[config.mk]
export PLATFORM = sky130hd
export DESIGN_NAME = fb_top
export DESIGN_NICKNAME = d
export VERILOG_FILES = /design/src/design/fb_pkg.sv /design/src/design/uart_rx.sv /design/src/design/pixel_writer.sv /design/src/design/video_timing.sv /design/src/design/frame_store.sv /design/src/design/fb_top.sv
export VERILOG_INCLUDE_DIRS = /design/src /design/src/include
export SDC_FILE = /design/constraint.sdc
export NUM_CORES = 1
export LEC_CHECK = 0
export BUFFER_PORTS_ARGS = -buffer_cell sky130_fd_sc_hd__buf_2
export CORE_MARGIN = 1
export CORE_UTILIZATION = 55
export CTS_CLUSTER_SIZE = 25
export DETAILED_ROUTE_END_ITERATION = 6
export GPL_ROUTABILITY_DRIVEN = 0
export PLACE_DENSITY = 0.77
export REMOVE_ABC_BUFFERS = 1
export SLEW_MARGIN = 10
export SYNTH_ARGS = -nofsm -noshare
export SYNTH_HDL_FRONTEND = slang
export SYNTH_SLANG_ARGS = --single-unit
[constraint.sdc]
create_clock -name i_clk -period 5.05 [get_ports i_clk]
set_clock_uncertainty 0.1 [all_clocks]
set_input_delay 0.7575 -clock i_clk [delete_from_list [all_inputs] [get_ports i_clk]]
set_output_delay 0.7575 -clock i_clk [all_outputs]
set_load 0.1 [all_outputs]
[src/include/fb_params.svh]
`ifndef FB_PARAMS_SVH
`define FB_PARAMS_SVH

////////////////////////////////////////////////////////////
// Active frame

`define FB_W            16
`define FB_H            12
`define FB_PIXELS       (`FB_W * `FB_H)
`define FB_ADDR_W       8
`define FB_X_W          4
`define FB_Y_W          4
`define PIX_W           2

////////////////////////////////////////////////////////////
// Scan timing, counted in clocks and lines

`define H_TOTAL         24
`define V_TOTAL         16
`define H_CNT_W         5
`define V_CNT_W         4
`define H_SYNC_START    18
`define H_SYNC_LEN      2
`define V_SYNC_START    13
`define V_SYNC_LEN      1

////////////////////////////////////////////////////////////
// Serial link

`define CLKS_PER_BIT    8
`define BAUD_CNT_W      4

`endif

[src/design/fb_pkg.sv]
`include "fb_params.svh"

package fb_pkg;

   // Gray level, also used for each colour channel
   typedef logic [`PIX_W-1:0] pixel_t;

   // Byte handed from receiver to writer
   typedef struct packed {
      logic [7:0] data;
   } rx_byte_t;

   // Frame store write port
   typedef struct packed {
      logic                  en;
      logic [`FB_ADDR_W-1:0] addr;
      pixel_t                data;
   } wr_port_t;

   // Current scan position
   typedef struct packed {
      logic [`FB_X_W-1:0] x;
      logic [`FB_Y_W-1:0] y;
      logic               active;
   } scan_pos_t;

   // Video output bundle, syncs active low
   typedef struct packed {
      logic   hs;
      logic   vs;
      logic   de;
      pixel_t r;
      pixel_t g;
      pixel_t b;
   } video_out_t;

endpackage

[src/design/uart_rx.sv]
`timescale 1ns/100ps
`include "fb_params.svh"

module uart_rx import fb_pkg::*; (
   input  logic     i_clk,
   input  logic     i_nrst,
   input  logic     i_rx,
   output logic     o_req,
   input  logic     i_ack,
   output rx_byte_t o_byte
);

   localparam int CNT_W = `BAUD_CNT_W;
   localparam logic [CNT_W-1:0] CNT_HALF = CNT_W'(`CLKS_PER_BIT / 2 - 1);
   localparam logic [CNT_W-1:0] CNT_LAST = CNT_W'(`CLKS_PER_BIT - 1);

   typedef enum logic [1:0] {RX_IDLE, RX_START, RX_DATA, RX_STOP} rx_state_t;

   rx_state_t        state;
   logic [1:0]       rx_sync;
   logic             rx_s;
   logic [CNT_W-1:0] cnt;
   logic [2:0]       bit_idx;
   logic [7:0]       shreg;
   logic             bit_end;
   logic             take_bit;
   logic             byte_ok;

   // Line idles high
   always_ff @(posedge i_clk or negedge i_nrst) begin
      if (!i_nrst) begin
         rx_sync <= 2'b11;
      end else begin
         rx_sync <= {rx_sync[0], i_rx};
      end
   end

   assign rx_s     = rx_sync[1];
   assign bit_end  = (cnt == CNT_LAST);
   assign take_bit = (state == RX_DATA) && bit_end;
   // Stop bit good and no handshake still open
   assign byte_ok  = (state == RX_STOP) && bit_end && rx_s && !o_req && !i_ack;

   ////////////////////////////////////////////////////////////
   // Bit framing

   always_ff @(posedge i_clk or negedge i_nrst) begin
      if (!i_nrst) begin
         state   <= RX_IDLE;
         cnt     <= '0;
         bit_idx <= '0;
      end else begin
         case (state)
            RX_IDLE: begin
               cnt <= '0;
               if (!rx_s) begin
                  state <= RX_START;
               end
            end
            RX_START: begin
               // Recheck at mid start bit to reject glitches
               if (cnt == CNT_HALF) begin
                  cnt     <= '0;
                  bit_idx <= '0;
                  state   <= rx_s ? RX_IDLE : RX_DATA;
               end else begin
                  cnt <= cnt + 1'b1;
               end
            end
            RX_DATA: begin
               if (bit_end) begin
                  cnt     <= '0;
                  bit_idx <= bit_idx + 1'b1;
                  if (bit_idx == 3'd7) begin
                     state <= RX_STOP;
                  end
               end else begin
                  cnt <= cnt + 1'b1;
               end
            end
            default: begin
               if (bit_end) begin
                  state <= RX_IDLE;
               end else begin
                  cnt <= cnt + 1'b1;
               end
            end
         endcase
      end
   end

   ////////////////////////////////////////////////////////////
   // Byte output, four-phase handshake

   always_ff @(posedge i_clk or negedge i_nrst) begin
      if (!i_nrst) begin
         o_req <= 1'b0;
      end else if (byte_ok) begin
         o_req <= 1'b1;
      end else if (o_req && i_ack) begin
         o_req <= 1'b0;
      end
   end

   // LSB first
   always_ff @(posedge i_clk) begin
      if (take_bit) begin
         shreg <= {rx_s, shreg[7:1]};
      end
      if (byte_ok) begin
         o_byte.data <= shreg;
      end
   end

endmodule

[src/design/pixel_writer.sv]
`timescale 1ns/100ps
`include "fb_params.svh"

module pixel_writer import fb_pkg::*; (
   input  logic     i_clk,
   input  logic     i_nrst,
   input  logic     i_req,
   output logic     o_ack,
   input  rx_byte_t i_byte,
   output wr_port_t o_wr
);

   localparam int ADDR_W = `FB_ADDR_W;
   localparam logic [ADDR_W-1:0] ADDR_LAST = ADDR_W'(`FB_PIXELS - 1);

   typedef enum logic [1:0] {WR_IDLE, WR_WRITE, WR_RELEASE} wr_state_t;

   wr_state_t         state;
   logic [1:0]        slot;
   logic [ADDR_W-1:0] addr;
   logic [5:0]        pix_bits;
   logic              accept;

   assign accept = (state == WR_IDLE) && i_req && !o_ack;

   ////////////////////////////////////////////////////////////
   // Handshake

   // Ack drops one clock after req goes low
   always_ff @(posedge i_clk or negedge i_nrst) begin
      if (!i_nrst) begin
         o_ack <= 1'b0;
      end else if (accept) begin
         o_ack <= 1'b1;
      end else if (!i_req) begin
         o_ack <= 1'b0;
      end
   end

   ////////////////////////////////////////////////////////////
   // Write sequencing and address

   always_ff @(posedge i_clk or negedge i_nrst) begin
      if (!i_nrst) begin
         state <= WR_IDLE;
         slot  <= '0;
         addr  <= '0;
      end else begin
         case (state)
            WR_IDLE: begin
               if (accept) begin
                  state <= WR_WRITE;
                  slot  <= '0;
                  // Bit 7 clear marks a new frame
                  if (!i_byte.data[7]) begin
                     addr <= '0;
                  end
               end
            end
            WR_WRITE: begin
               addr <= (addr == ADDR_LAST) ? '0 : addr + 1'b1;
               if (slot == 2'd2) begin
                  state <= WR_RELEASE;
               end else begin
                  slot <= slot + 1'b1;
               end
            end
            default: begin
               // Wait for the handshake to close
               if (!o_ack) begin
                  state <= WR_IDLE;
               end
            end
         endcase
      end
   end

   // Pixel fields only, bits 7:6 are not stored
   always_ff @(posedge i_clk) begin
      if (accept) begin
         pix_bits <= i_byte.data[5:0];
      end
   end

   always_comb begin
      o_wr.en   = (state == WR_WRITE);
      o_wr.addr = addr;
      case (slot)
         2'd0:    o_wr.data = pix_bits[1:0];
         2'd1:    o_wr.data = pix_bits[3:2];
         default: o_wr.data = pix_bits[5:4];
      endcase
   end

endmodule

[src/design/video_timing.sv]
`timescale 1ns/100ps
`include "fb_params.svh"

module video_timing import fb_pkg::*; (
   input  logic      i_clk,
   input  logic      i_nrst,
   output scan_pos_t o_pos,
   output logic      o_hs,
   output logic      o_vs,
   output logic      o_de
);

   localparam int HW = `H_CNT_W;
   localparam int VW = `V_CNT_W;

   localparam logic [HW-1:0] H_LAST = HW'(`H_TOTAL - 1);
   localparam logic [HW-1:0] H_ACT  = HW'(`FB_W);
   localparam logic [HW-1:0] HS_BEG = HW'(`H_SYNC_START);
   localparam logic [HW-1:0] HS_END = HW'(`H_SYNC_START + `H_SYNC_LEN);

   localparam logic [VW-1:0] V_LAST = VW'(`V_TOTAL - 1);
   localparam logic [VW-1:0] V_ACT  = VW'(`FB_H);
   localparam logic [VW-1:0] VS_BEG = VW'(`V_SYNC_START);
   localparam logic [VW-1:0] VS_END = VW'(`V_SYNC_START + `V_SYNC_LEN);

   logic [HW-1:0] h_cnt;
   logic [VW-1:0] v_cnt;
   logic          h_act;
   logic          v_act;
   logic          hs_n;
   logic          vs_n;

   ////////////////////////////////////////////////////////////
   // Scan counters

   always_ff @(posedge i_clk or negedge i_nrst) begin
      if (!i_nrst) begin
         h_cnt <= '0;
         v_cnt <= '0;
      end else if (h_cnt == H_LAST) begin
         h_cnt <= '0;
         v_cnt <= (v_cnt == V_LAST) ? '0 : v_cnt + 1'b1;
      end else begin
         h_cnt <= h_cnt + 1'b1;
      end
   end

   assign h_act = (h_cnt < H_ACT);
   assign v_act = (v_cnt < V_ACT);

   // Sync pulses sit in blanking, active low
   assign hs_n = !((h_cnt >= HS_BEG) && (h_cnt < HS_END));
   assign vs_n = !((v_cnt >= VS_BEG) && (v_cnt < VS_END));

   always_comb begin
      o_pos.x      = h_cnt[`FB_X_W-1:0];
      o_pos.y      = v_cnt[`FB_Y_W-1:0];
      o_pos.active = h_act && v_act;
   end

   ////////////////////////////////////////////////////////////
   // Outputs one clock behind the read position

   always_ff @(posedge i_clk or negedge i_nrst) begin
      if (!i_nrst) begin
         o_hs <= 1'b1;
         o_vs <= 1'b1;
         o_de <= 1'b0;
      end else begin
         o_hs <= hs_n;
         o_vs <= vs_n;
         o_de <= o_pos.active;
      end
   end

endmodule

[src/design/frame_store.sv]
`timescale 1ns/100ps
`include "fb_params.svh"

module frame_store import fb_pkg::*; (
   input  logic      i_clk,
   input  wr_port_t  i_wr,
   input  scan_pos_t i_pos,
   output pixel_t    o_pix
);

   localparam int ADDR_W = `FB_ADDR_W;

   pixel_t            mem [0:`FB_PIXELS-1];
   logic [ADDR_W-1:0] rd_addr;

   // Power-up picture is black
   initial begin
      for (int i = 0; i < `FB_PIXELS; i++) begin
         mem[i] = '0;
      end
   end

   ////////////////////////////////////////////////////////////
   // Write port

   always_ff @(posedge i_clk) begin
      if (i_wr.en) begin
         mem[i_wr.addr] <= i_wr.data;
      end
   end

   ////////////////////////////////////////////////////////////
   // Read port

   // Row stride is a power of two, so y * FB_W is a shift
   assign rd_addr = (ADDR_W'(i_pos.y) << `FB_X_W) + ADDR_W'(i_pos.x);

   // Blank outside the active area
   always_ff @(posedge i_clk) begin
      if (i_pos.active) begin
         o_pix <= mem[rd_addr];
      end else begin
         o_pix <= '0;
      end
   end

endmodule

[src/design/fb_top.sv]
`timescale 1ns/100ps

module fb_top import fb_pkg::*; (
   input  logic   i_clk,
   input  logic   i_nrst,
   input  logic   i_rx,
   output logic   o_hs,
   output logic   o_vs,
   output logic   o_de,
   output pixel_t o_r,
   output pixel_t o_g,
   output pixel_t o_b
);

   rx_byte_t   rx_byte;
   logic       req;
   logic       ack;
   wr_port_t   wr;
   scan_pos_t  pos;
   pixel_t     pix;
   logic       hs;
   logic       vs;
   logic       de;
   video_out_t vout;

   ////////////////////////////////////////////////////////////
   // Byte path

   uart_rx u_rx (
      .i_clk   (i_clk   ),
      .i_nrst  (i_nrst  ),
      .i_rx    (i_rx    ),
      .o_req   (req     ),
      .i_ack   (ack     ),
      .o_byte  (rx_byte )
   );

   pixel_writer u_writer (
      .i_clk   (i_clk   ),
      .i_nrst  (i_nrst  ),
      .i_req   (req     ),
      .o_ack   (ack     ),
      .i_byte  (rx_byte ),
      .o_wr    (wr      )
   );

   ////////////////////////////////////////////////////////////
   // Video path

   video_timing u_timing (
      .i_clk   (i_clk   ),
      .i_nrst  (i_nrst  ),
      .o_pos   (pos     ),
      .o_hs    (hs      ),
      .o_vs    (vs      ),
      .o_de    (de      )
   );

   frame_store u_store (
      .i_clk   (i_clk   ),
      .i_wr    (wr      ),
      .i_pos   (pos     ),
      .o_pix   (pix     )
   );

   // Gray palette
   assign vout.hs = hs;
   assign vout.vs = vs;
   assign vout.de = de;
   assign vout.r  = pix;
   assign vout.g  = pix;
   assign vout.b  = pix;

   assign o_hs = vout.hs;
   assign o_vs = vout.vs;
   assign o_de = vout.de;
   assign o_r  = vout.r;
   assign o_g  = vout.g;
   assign o_b  = vout.b;

endmodule

Word-level counts from Yosys, hierarchy flattened
Memories as Yosys holds them, arrays and structs flattened. A register that Yosys moved wholly into a read port is not among the register bits.
Cells that the tools add are included.
{"block": "classes", "addsub": 7, "n_lt_le_gt_ge": 6, "eq_ne": 23, "mux": 34, "reduce_logical": 28}
{"operator": "$mux W8", "n": 3}
{"operator": "$mux W2", "n": 11}
{"operator": "$mux W4", "n": 4}
{"operator": "$pmux W8 S2", "n": 1}
{"operator": "$pmux W2 S2", "n": 3}
{"operator": "$pmux W4 S3", "n": 1}
{"operator": "$reduce_and A3 Y1", "n": 4}
{"operator": "$logic_and A1 B1 Y1", "n": 11}
{"operator": "$lt A5 B5 Y1 const B", "n": 2}
{"operator": "$ne A2 B2 Y1 const B", "n": 5}
{"operator": "$add A4 B1 Y4 const B", "n": 2}
{"operator": "$add A8 B1 Y8 const B", "n": 1}
{"operator": "$add A8 B4 Y8", "n": 1}
{"operator": "$eq A8 B8 Y1 const B", "n": 1}
{"operator": "$lt A4 B4 Y1 const B", "n": 2}
{"operator": "$ne A2 B1 Y1 const B", "n": 4}
{"operator": "$eq A2 B1 Y1 const B", "n": 3}
{"operator": "$eq A2 B2 Y1 const B", "n": 3}
{"operator": "$logic_not A2 Y1", "n": 3}
{"operator": "$mux W1", "n": 6}
{"operator": "$mux W3", "n": 2}
{"operator": "$pmux W2 S3", "n": 1}
{"operator": "$pmux W3 S2", "n": 1}
{"operator": "$reduce_bool A2 Y1", "n": 3}
{"operator": "other kinds (16)", "n": 20}
{"block": "totals", "register_bits": 59, "ram_bits": 384, "inputBits": 3, "output_inout_bits": 9, "memories": 1}
{"name": "u_store.mem", "words": 192, "word_bits": 2, "read_ports": 1, "rd_ports_with_merged_regs": 1, "wr": 1, "line_no": "frame_store.sv:13", "source": "pixel_t mem [0:`FB_PIXELS-1];"}

Longest topological paths before layout
{"block": "depth", "depth_word": 6, "depth_mapped": 10}

Modules after synthesis
From an unflattened synthesis, not the netlist that was laid out.
{"block": "hier_totals", "cells_unflattened": 1163, "area_unflattened_um2": 18739.2}
{"mod": "frame_store", "n_inst": 1, "cells_per_inst": 941, "area_per_inst_um2": 16071.7}
{"mod": "uart_rx", "n_inst": 1, "cells_per_inst": 86, "area_per_inst_um2": 1154.9}
{"mod": "pixel_writer", "n_inst": 1, "cells_per_inst": 82, "area_per_inst_um2": 917.1}
{"mod": "video_timing", "n_inst": 1, "cells_per_inst": 50, "area_per_inst_um2": 565.5}
{"mod": "fb_top", "n_inst": 1, "cells_per_inst": 4, "area_per_inst_um2": 30.0}

Least setup slack after synthesis
Ideal clock, no wire load.
{"block": "synth_timing", "path_type": "register -> register", "from": "register u_writer.slot[0]", "to": "memory u_store.mem[0][0] (netlist name) (data pin)", "arrival_ns": 3.058, "t_required_ns": 4.283, "path_slack_ns": 1.225, "stages_incl_launch_ff": 6, "n_path_buf": 0, "period_less_slack_ns": 3.825, "path_cell_list": "dfrtp_1 inv_1 ha_1 nor2_1 nand2_1 nand2_1"}
{"item": "from (decl)", "line_no": "pixel_writer.sv:19", "source": "logic [1:0] slot;"}
{"item": "from (signal assigned)", "line_no": "pixel_writer.sv:65", "source": "slot <= slot + 1'b1;"}
{"item": "to (decl)", "line_no": "frame_store.sv:13"}

Worst setup path in the final report
{"block": "layout_timing", "from": "register u_timing.h_cnt[1]", "to": "register u_store.o_pix[1] (read register of u_store.mem)"}
{"block": "layout_between", "elab_chain_len": 3, "elab_cells_between_ends": 4, "cone_classes": "add/sub: 1; order compare: 1; reduce/logical: 2"}
{"item": "from (decl)", "line_no": "video_timing.sv:26", "source": "logic [HW-1:0] h_cnt;"}
{"item": "from (signal assigned)", "line_no": "video_timing.sv:44", "source": "h_cnt <= h_cnt + 1'b1;"}
{"item": "parallel branches: the longest is 3 deep, another holds $add A8 B4 Y8"}
{"item": "to (decl)", "line_no": "frame_store.sv:8", "source": "output pixel_t o_pix"}
Parallel ways; which one is timed is not known.
A chain may end at the register's enable or synchronous reset.

==> reports/qor.log <==
INFO  synth          synth.lib_cells_used.distinct=64
INFO  cts            cts_num_sinks=444
INFO  synth          synthMostInstantiatedCell=sky130_fd_sc_hd__edfxtp_1
INFO  critical_path  worst_ep_arrival_time=3.42ns
INFO  floorplan      core_area=33500squm
INFO  sta            max_transition_viols_final=0
INFO  critical_path  endpoint=u_store.o_pix[1]
INFO  worst_hold_path hold_depth=1
INFO  synth          synth.yosys.warnings=0
INFO  synth          dominant_cells_by_area_after_synthesis=sky130_fd_sc_hd__edfxtp_1 (65%), sky130_fd_sc_hd__mux4_2 (5.7%), sky130_fd_sc_hd__dfrtp_1 (4.4%), sky130_fd_sc_hd__nor2_1 (4.4%), sky130_fd_sc_hd__mux2i_1 (3.4%)
INFO  layout         multiInputGateArea=5010squm
INFO  layout         fillers=2381
INFO  cts            ctsLongestPathBuffers=3
INFO  sta            setup_repair_after_global_routing_missed_its_margin=no
INFO  cts            tritoncts=built
INFO  placed_design  numPortBuffers=11
INFO  floorplan      die_area=34800squm
INFO  critical_path  worstPathMaxFanout=54
INFO  drt            routed-via-count=10419
INFO  grt            number_of_antenna_violations_at_the_first_check_in_global_routing=2
INFO  layout         syn2layout_area_growth=9.01%
INFO  floorplan      placement_rows=67
INFO  critical_path  worstReg2RegStart=u_timing.h_cnt[1]
INFO  sta            fin_crit=3.09ns
INFO  cts            h-tree-depth=2
INFO  placed_design  detailed_place_hpwl=24600um
INFO  cts            cts_hold_buffers=0
INFO  critical_path  worst_r2r_setup_slack=1.96ns
INFO  drt            drt_drc_violations_left=0
INFO  sta            setup_violations=0
INFO  synth          dominantRegCellSynth=sky130_fd_sc_hd__edfxtp_1
INFO  synth          postSynthAreaPerCell=16.0squm
INFO  drt            detail_route.wl_per_cell=24.4um
INFO  synth          synthesis.instances=1171
INFO  drt            detail_route.iter0.violations=1315
INFO  grt            track_usage=23.4%
INFO  critical_path  timing.critical_path.from_type=register
INFO  floorplan      floorplan.initialDensity=55.8%
INFO  worst_hold_path worstHoldPathType=input port to register
INFO  cts            cts_setup_buffers=0
INFO  floorplan      chipWidth=186um
INFO  cts            cts.root.buffer_cell=sky130_fd_sc_hd__clkbuf_16
INFO  sta            final_hold_viol_count=0
INFO  critical_path  crit_type=register to register
INFO  cts            postCtsResizedCells=0
INFO  synth          netlist.area_leader.share=65.0%
INFO  critical_path  worst_setup_path_end_kind=register
INFO  synth          seq_area_frac_synth=70.2%
INFO  power          power_per_cell_area=441nW/um^2
INFO  layout         area.sequential=13100squm
INFO  critical_path  r2r-end=u_store.o_pix[1]
INFO  placed_design  placedInstanceArea=18900squm
INFO  synth          asyncSetResetFlopFracSynth=8.33%
INFO  critical_path  critical_path_source=u_timing.h_cnt[1]
INFO  power          static-leakage-power=6.73nW
INFO  grt            wire_length_of_the_first_global_routing_pass=61500um
INFO  critical_path  cp.required=5.38ns
INFO  sta            finalCritPeriodShare=61.2%
INFO  cts            cts_inserted_buffers=45
INFO  layout         nets_final=1188
INFO  synth          netlist_area=18700squm
INFO  drt            postRouteWirelength=40200um
INFO  synth          most_common_library_cells_after_synthesis=sky130_fd_sc_hd__edfxtp_1 (405), sky130_fd_sc_hd__nor2_1 (218), sky130_fd_sc_hd__mux2i_1 (64), sky130_fd_sc_hd__nand2_1 (52), sky130_fd_sc_hd__mux4_2 (47)
INFO  layout         post_route_cells_drive_above_1_share=13.3%
INFO  run            maxCapViolations=0
INFO  critical_path  worstRegToRegCells=7
INFO  power          power.ir.vdd_worst=0.314mV
INFO  synth          synth-edff-count=405
INFO  grt            grt_pass1_vias=10450
INFO  drt            routed_via_density=6.31
INFO  synth          synth-seq-cells=444
INFO  floorplan      die_height=186um
INFO  drt            drt_pass1_iterations=6
INFO  floorplan      pin_count=12
INFO  sta            timing.fmax=0.324GHz
INFO  layout         stdcell_area=20400squm
INFO  grt            grt_start_max_net_pins=117
INFO  cts            cts.reportedPaths.clkPinSlew=0.06ns
INFO  grt            grt-ovfl-total=0
INFO  layout         insertedDiodeCount=0
INFO  cts            clk_latency=0.55ns
INFO  sta            worst_slew_pin_tran=1.20ns
INFO  sta            relSlewSlack=20.1%
INFO  status         run_status=complete, no violations
INFO  drt            route.antenna.remaining_nets=0
INFO  sta            tns=0ns
INFO  synth          synth_top_cell_by_area=sky130_fd_sc_hd__edfxtp_1
-- flip-flops by register name, summed over array words and instances, names as in the netlist --
| signal | cells |
|---|---|
| u_timing.v_cnt | 4 |
| u_rx.bit_idx | 3 |
| u_store.mem | 384 |
| u_writer.slot | 2 |
| u_rx.state | 2 |
| u_rx.rx_sync | 2 |
| u_writer.addr | 8 |
| u_timing.o_de | 1 |
| u_writer.state | 2 |
| u_timing.o_vs | 1 |
| u_rx.cnt | 4 |
| u_timing.o_hs | 1 |
| u_rx.o_req | 1 |
| u_rx.shreg | 8 |
| u_timing.h_cnt | 5 |
| u_writer.pix_bits | 6 |
| u_writer.o_ack | 1 |
| u_store.o_pix | 2 |
| u_rx.o_byte | 7 |
-- layout make-up --
cell class | instances | area share, %
Clock buffer | 63 | 6.36
Clock inverter | 21 | 1.02
Inverter | 13 | 0.239
Multi-Input combinational cell | 640 | 24.6
Sequential cell | 444 | 64.4
Tap cell | 448 | 2.75
Timing Repair Buffer | 22 | 0.675
-- per-layer routing --
layer | vias to the layer above | wire length, um | GRT usage [%]
li1 | 4473 | - | -
met1 | 5292 | 15500 | 31.6
met2 | 551 | 19500 | 37.4
met3 | 99 | 3770 | 5.21
met4 | 4 | 1420 | 8.86
met5 | - | 22 | 0
-- layout by cell type, fill, tap and decap left out, types with 11 or more instances in the layout --
master and count:
sky130_fd_sc_hd__a21oi_1 17, sky130_fd_sc_hd__buf_2 11, sky130_fd_sc_hd__buf_4 11, sky130_fd_sc_hd__clkbuf_1 11, sky130_fd_sc_hd__clkbuf_16 48, sky130_fd_sc_hd__dfrtp_1 30
sky130_fd_sc_hd__edfxtp_1 405, sky130_fd_sc_hd__ha_1 19, sky130_fd_sc_hd__inv_1 12, sky130_fd_sc_hd__mux2i_1 64, sky130_fd_sc_hd__mux4_1 23, sky130_fd_sc_hd__mux4_2 47
sky130_fd_sc_hd__nand2_1 50, sky130_fd_sc_hd__nand3_1 25, sky130_fd_sc_hd__nor2_1 218, sky130_fd_sc_hd__nor2b_1 12, sky130_fd_sc_hd__nor3_1 12, sky130_fd_sc_hd__o21ai_0 23
sky130_fd_sc_hd__o221ai_1 15, sky130_fd_sc_hd__o22ai_1 13
-- per-stage QoR --
step | instances | hold WS, ns | setup slack [ns] | total power, mW | utilization, %
after floorplan | 1097 | 0.245 | 0.289 | 5.44 | -
after global routing | 1651 | 0.197 | 1.75 | 9.28 | 60.9
final | 1651 | 0.205 | 1.96 | 9.00 | 60.9
after global placement | 1567 | 0.247 | 2.05 | 5.69 | 56.4
after CTS | 1651 | 0.193 | 1.95 | 9.04 | 60.9
after detailed placement | 1567 | 0.248 | 1.99 | 5.72 | 56.4
-- power breakdown --
| group | switching [mW] | internal, mW |
|---|---|---|
| combinational | 0.764 | 0.152 |
| clock | 1.36 | 2.00 |
| sequential | 0.0576 | 4.67 |
-- how the worst min path moves through the flow --
stage	slack, ns	to	startpoint
4_1_cts	0.19	u_rx.rx_sync[0]	i_rx
6_report	0.21	u_rx.rx_sync[0]	i_rx
5_1_grt	0.20	u_rx.rx_sync[0]	i_rx
3_5_place_dp	0.25	u_rx.rx_sync[1]	u_rx.rx_sync[0]
3_3_place_gp	0.25	u_rx.rx_sync[1]	u_rx.rx_sync[0]
2_1_floorplan	0.25	u_rx.rx_sync[1]	u_rx.rx_sync[0]
-- worst max-delay path: stages, from the launching register on --
cell,delay [ns]
sky130_fd_sc_hd__dfrtp_4,1.01
sky130_fd_sc_hd__buf_4,0.42
sky130_fd_sc_hd__mux4_1,0.62
sky130_fd_sc_hd__mux2i_1,0.22
sky130_fd_sc_hd__mux2i_1,0.12
sky130_fd_sc_hd__a22o_1,0.23
sky130_fd_sc_hd__o21ai_1,0.11
sky130_fd_sc_hd__o211ai_1,0.10
-- cells by family after synthesis --
group / after synthesis / synth area share, %
XOR/XNOR: 9 / 0.421
AO/OA/AOI/OAI: 114 / 4.20
flip-flops: 444 / 70.2
adder cells (fa/ha/maj): 19 / 1.27
buffers and inverters: 87 / 3.15
AND/OR/NAND/NOR: 362 / 8.37
multiplexers: 136 / 12.4
Power figures use the tool's default switching activity.
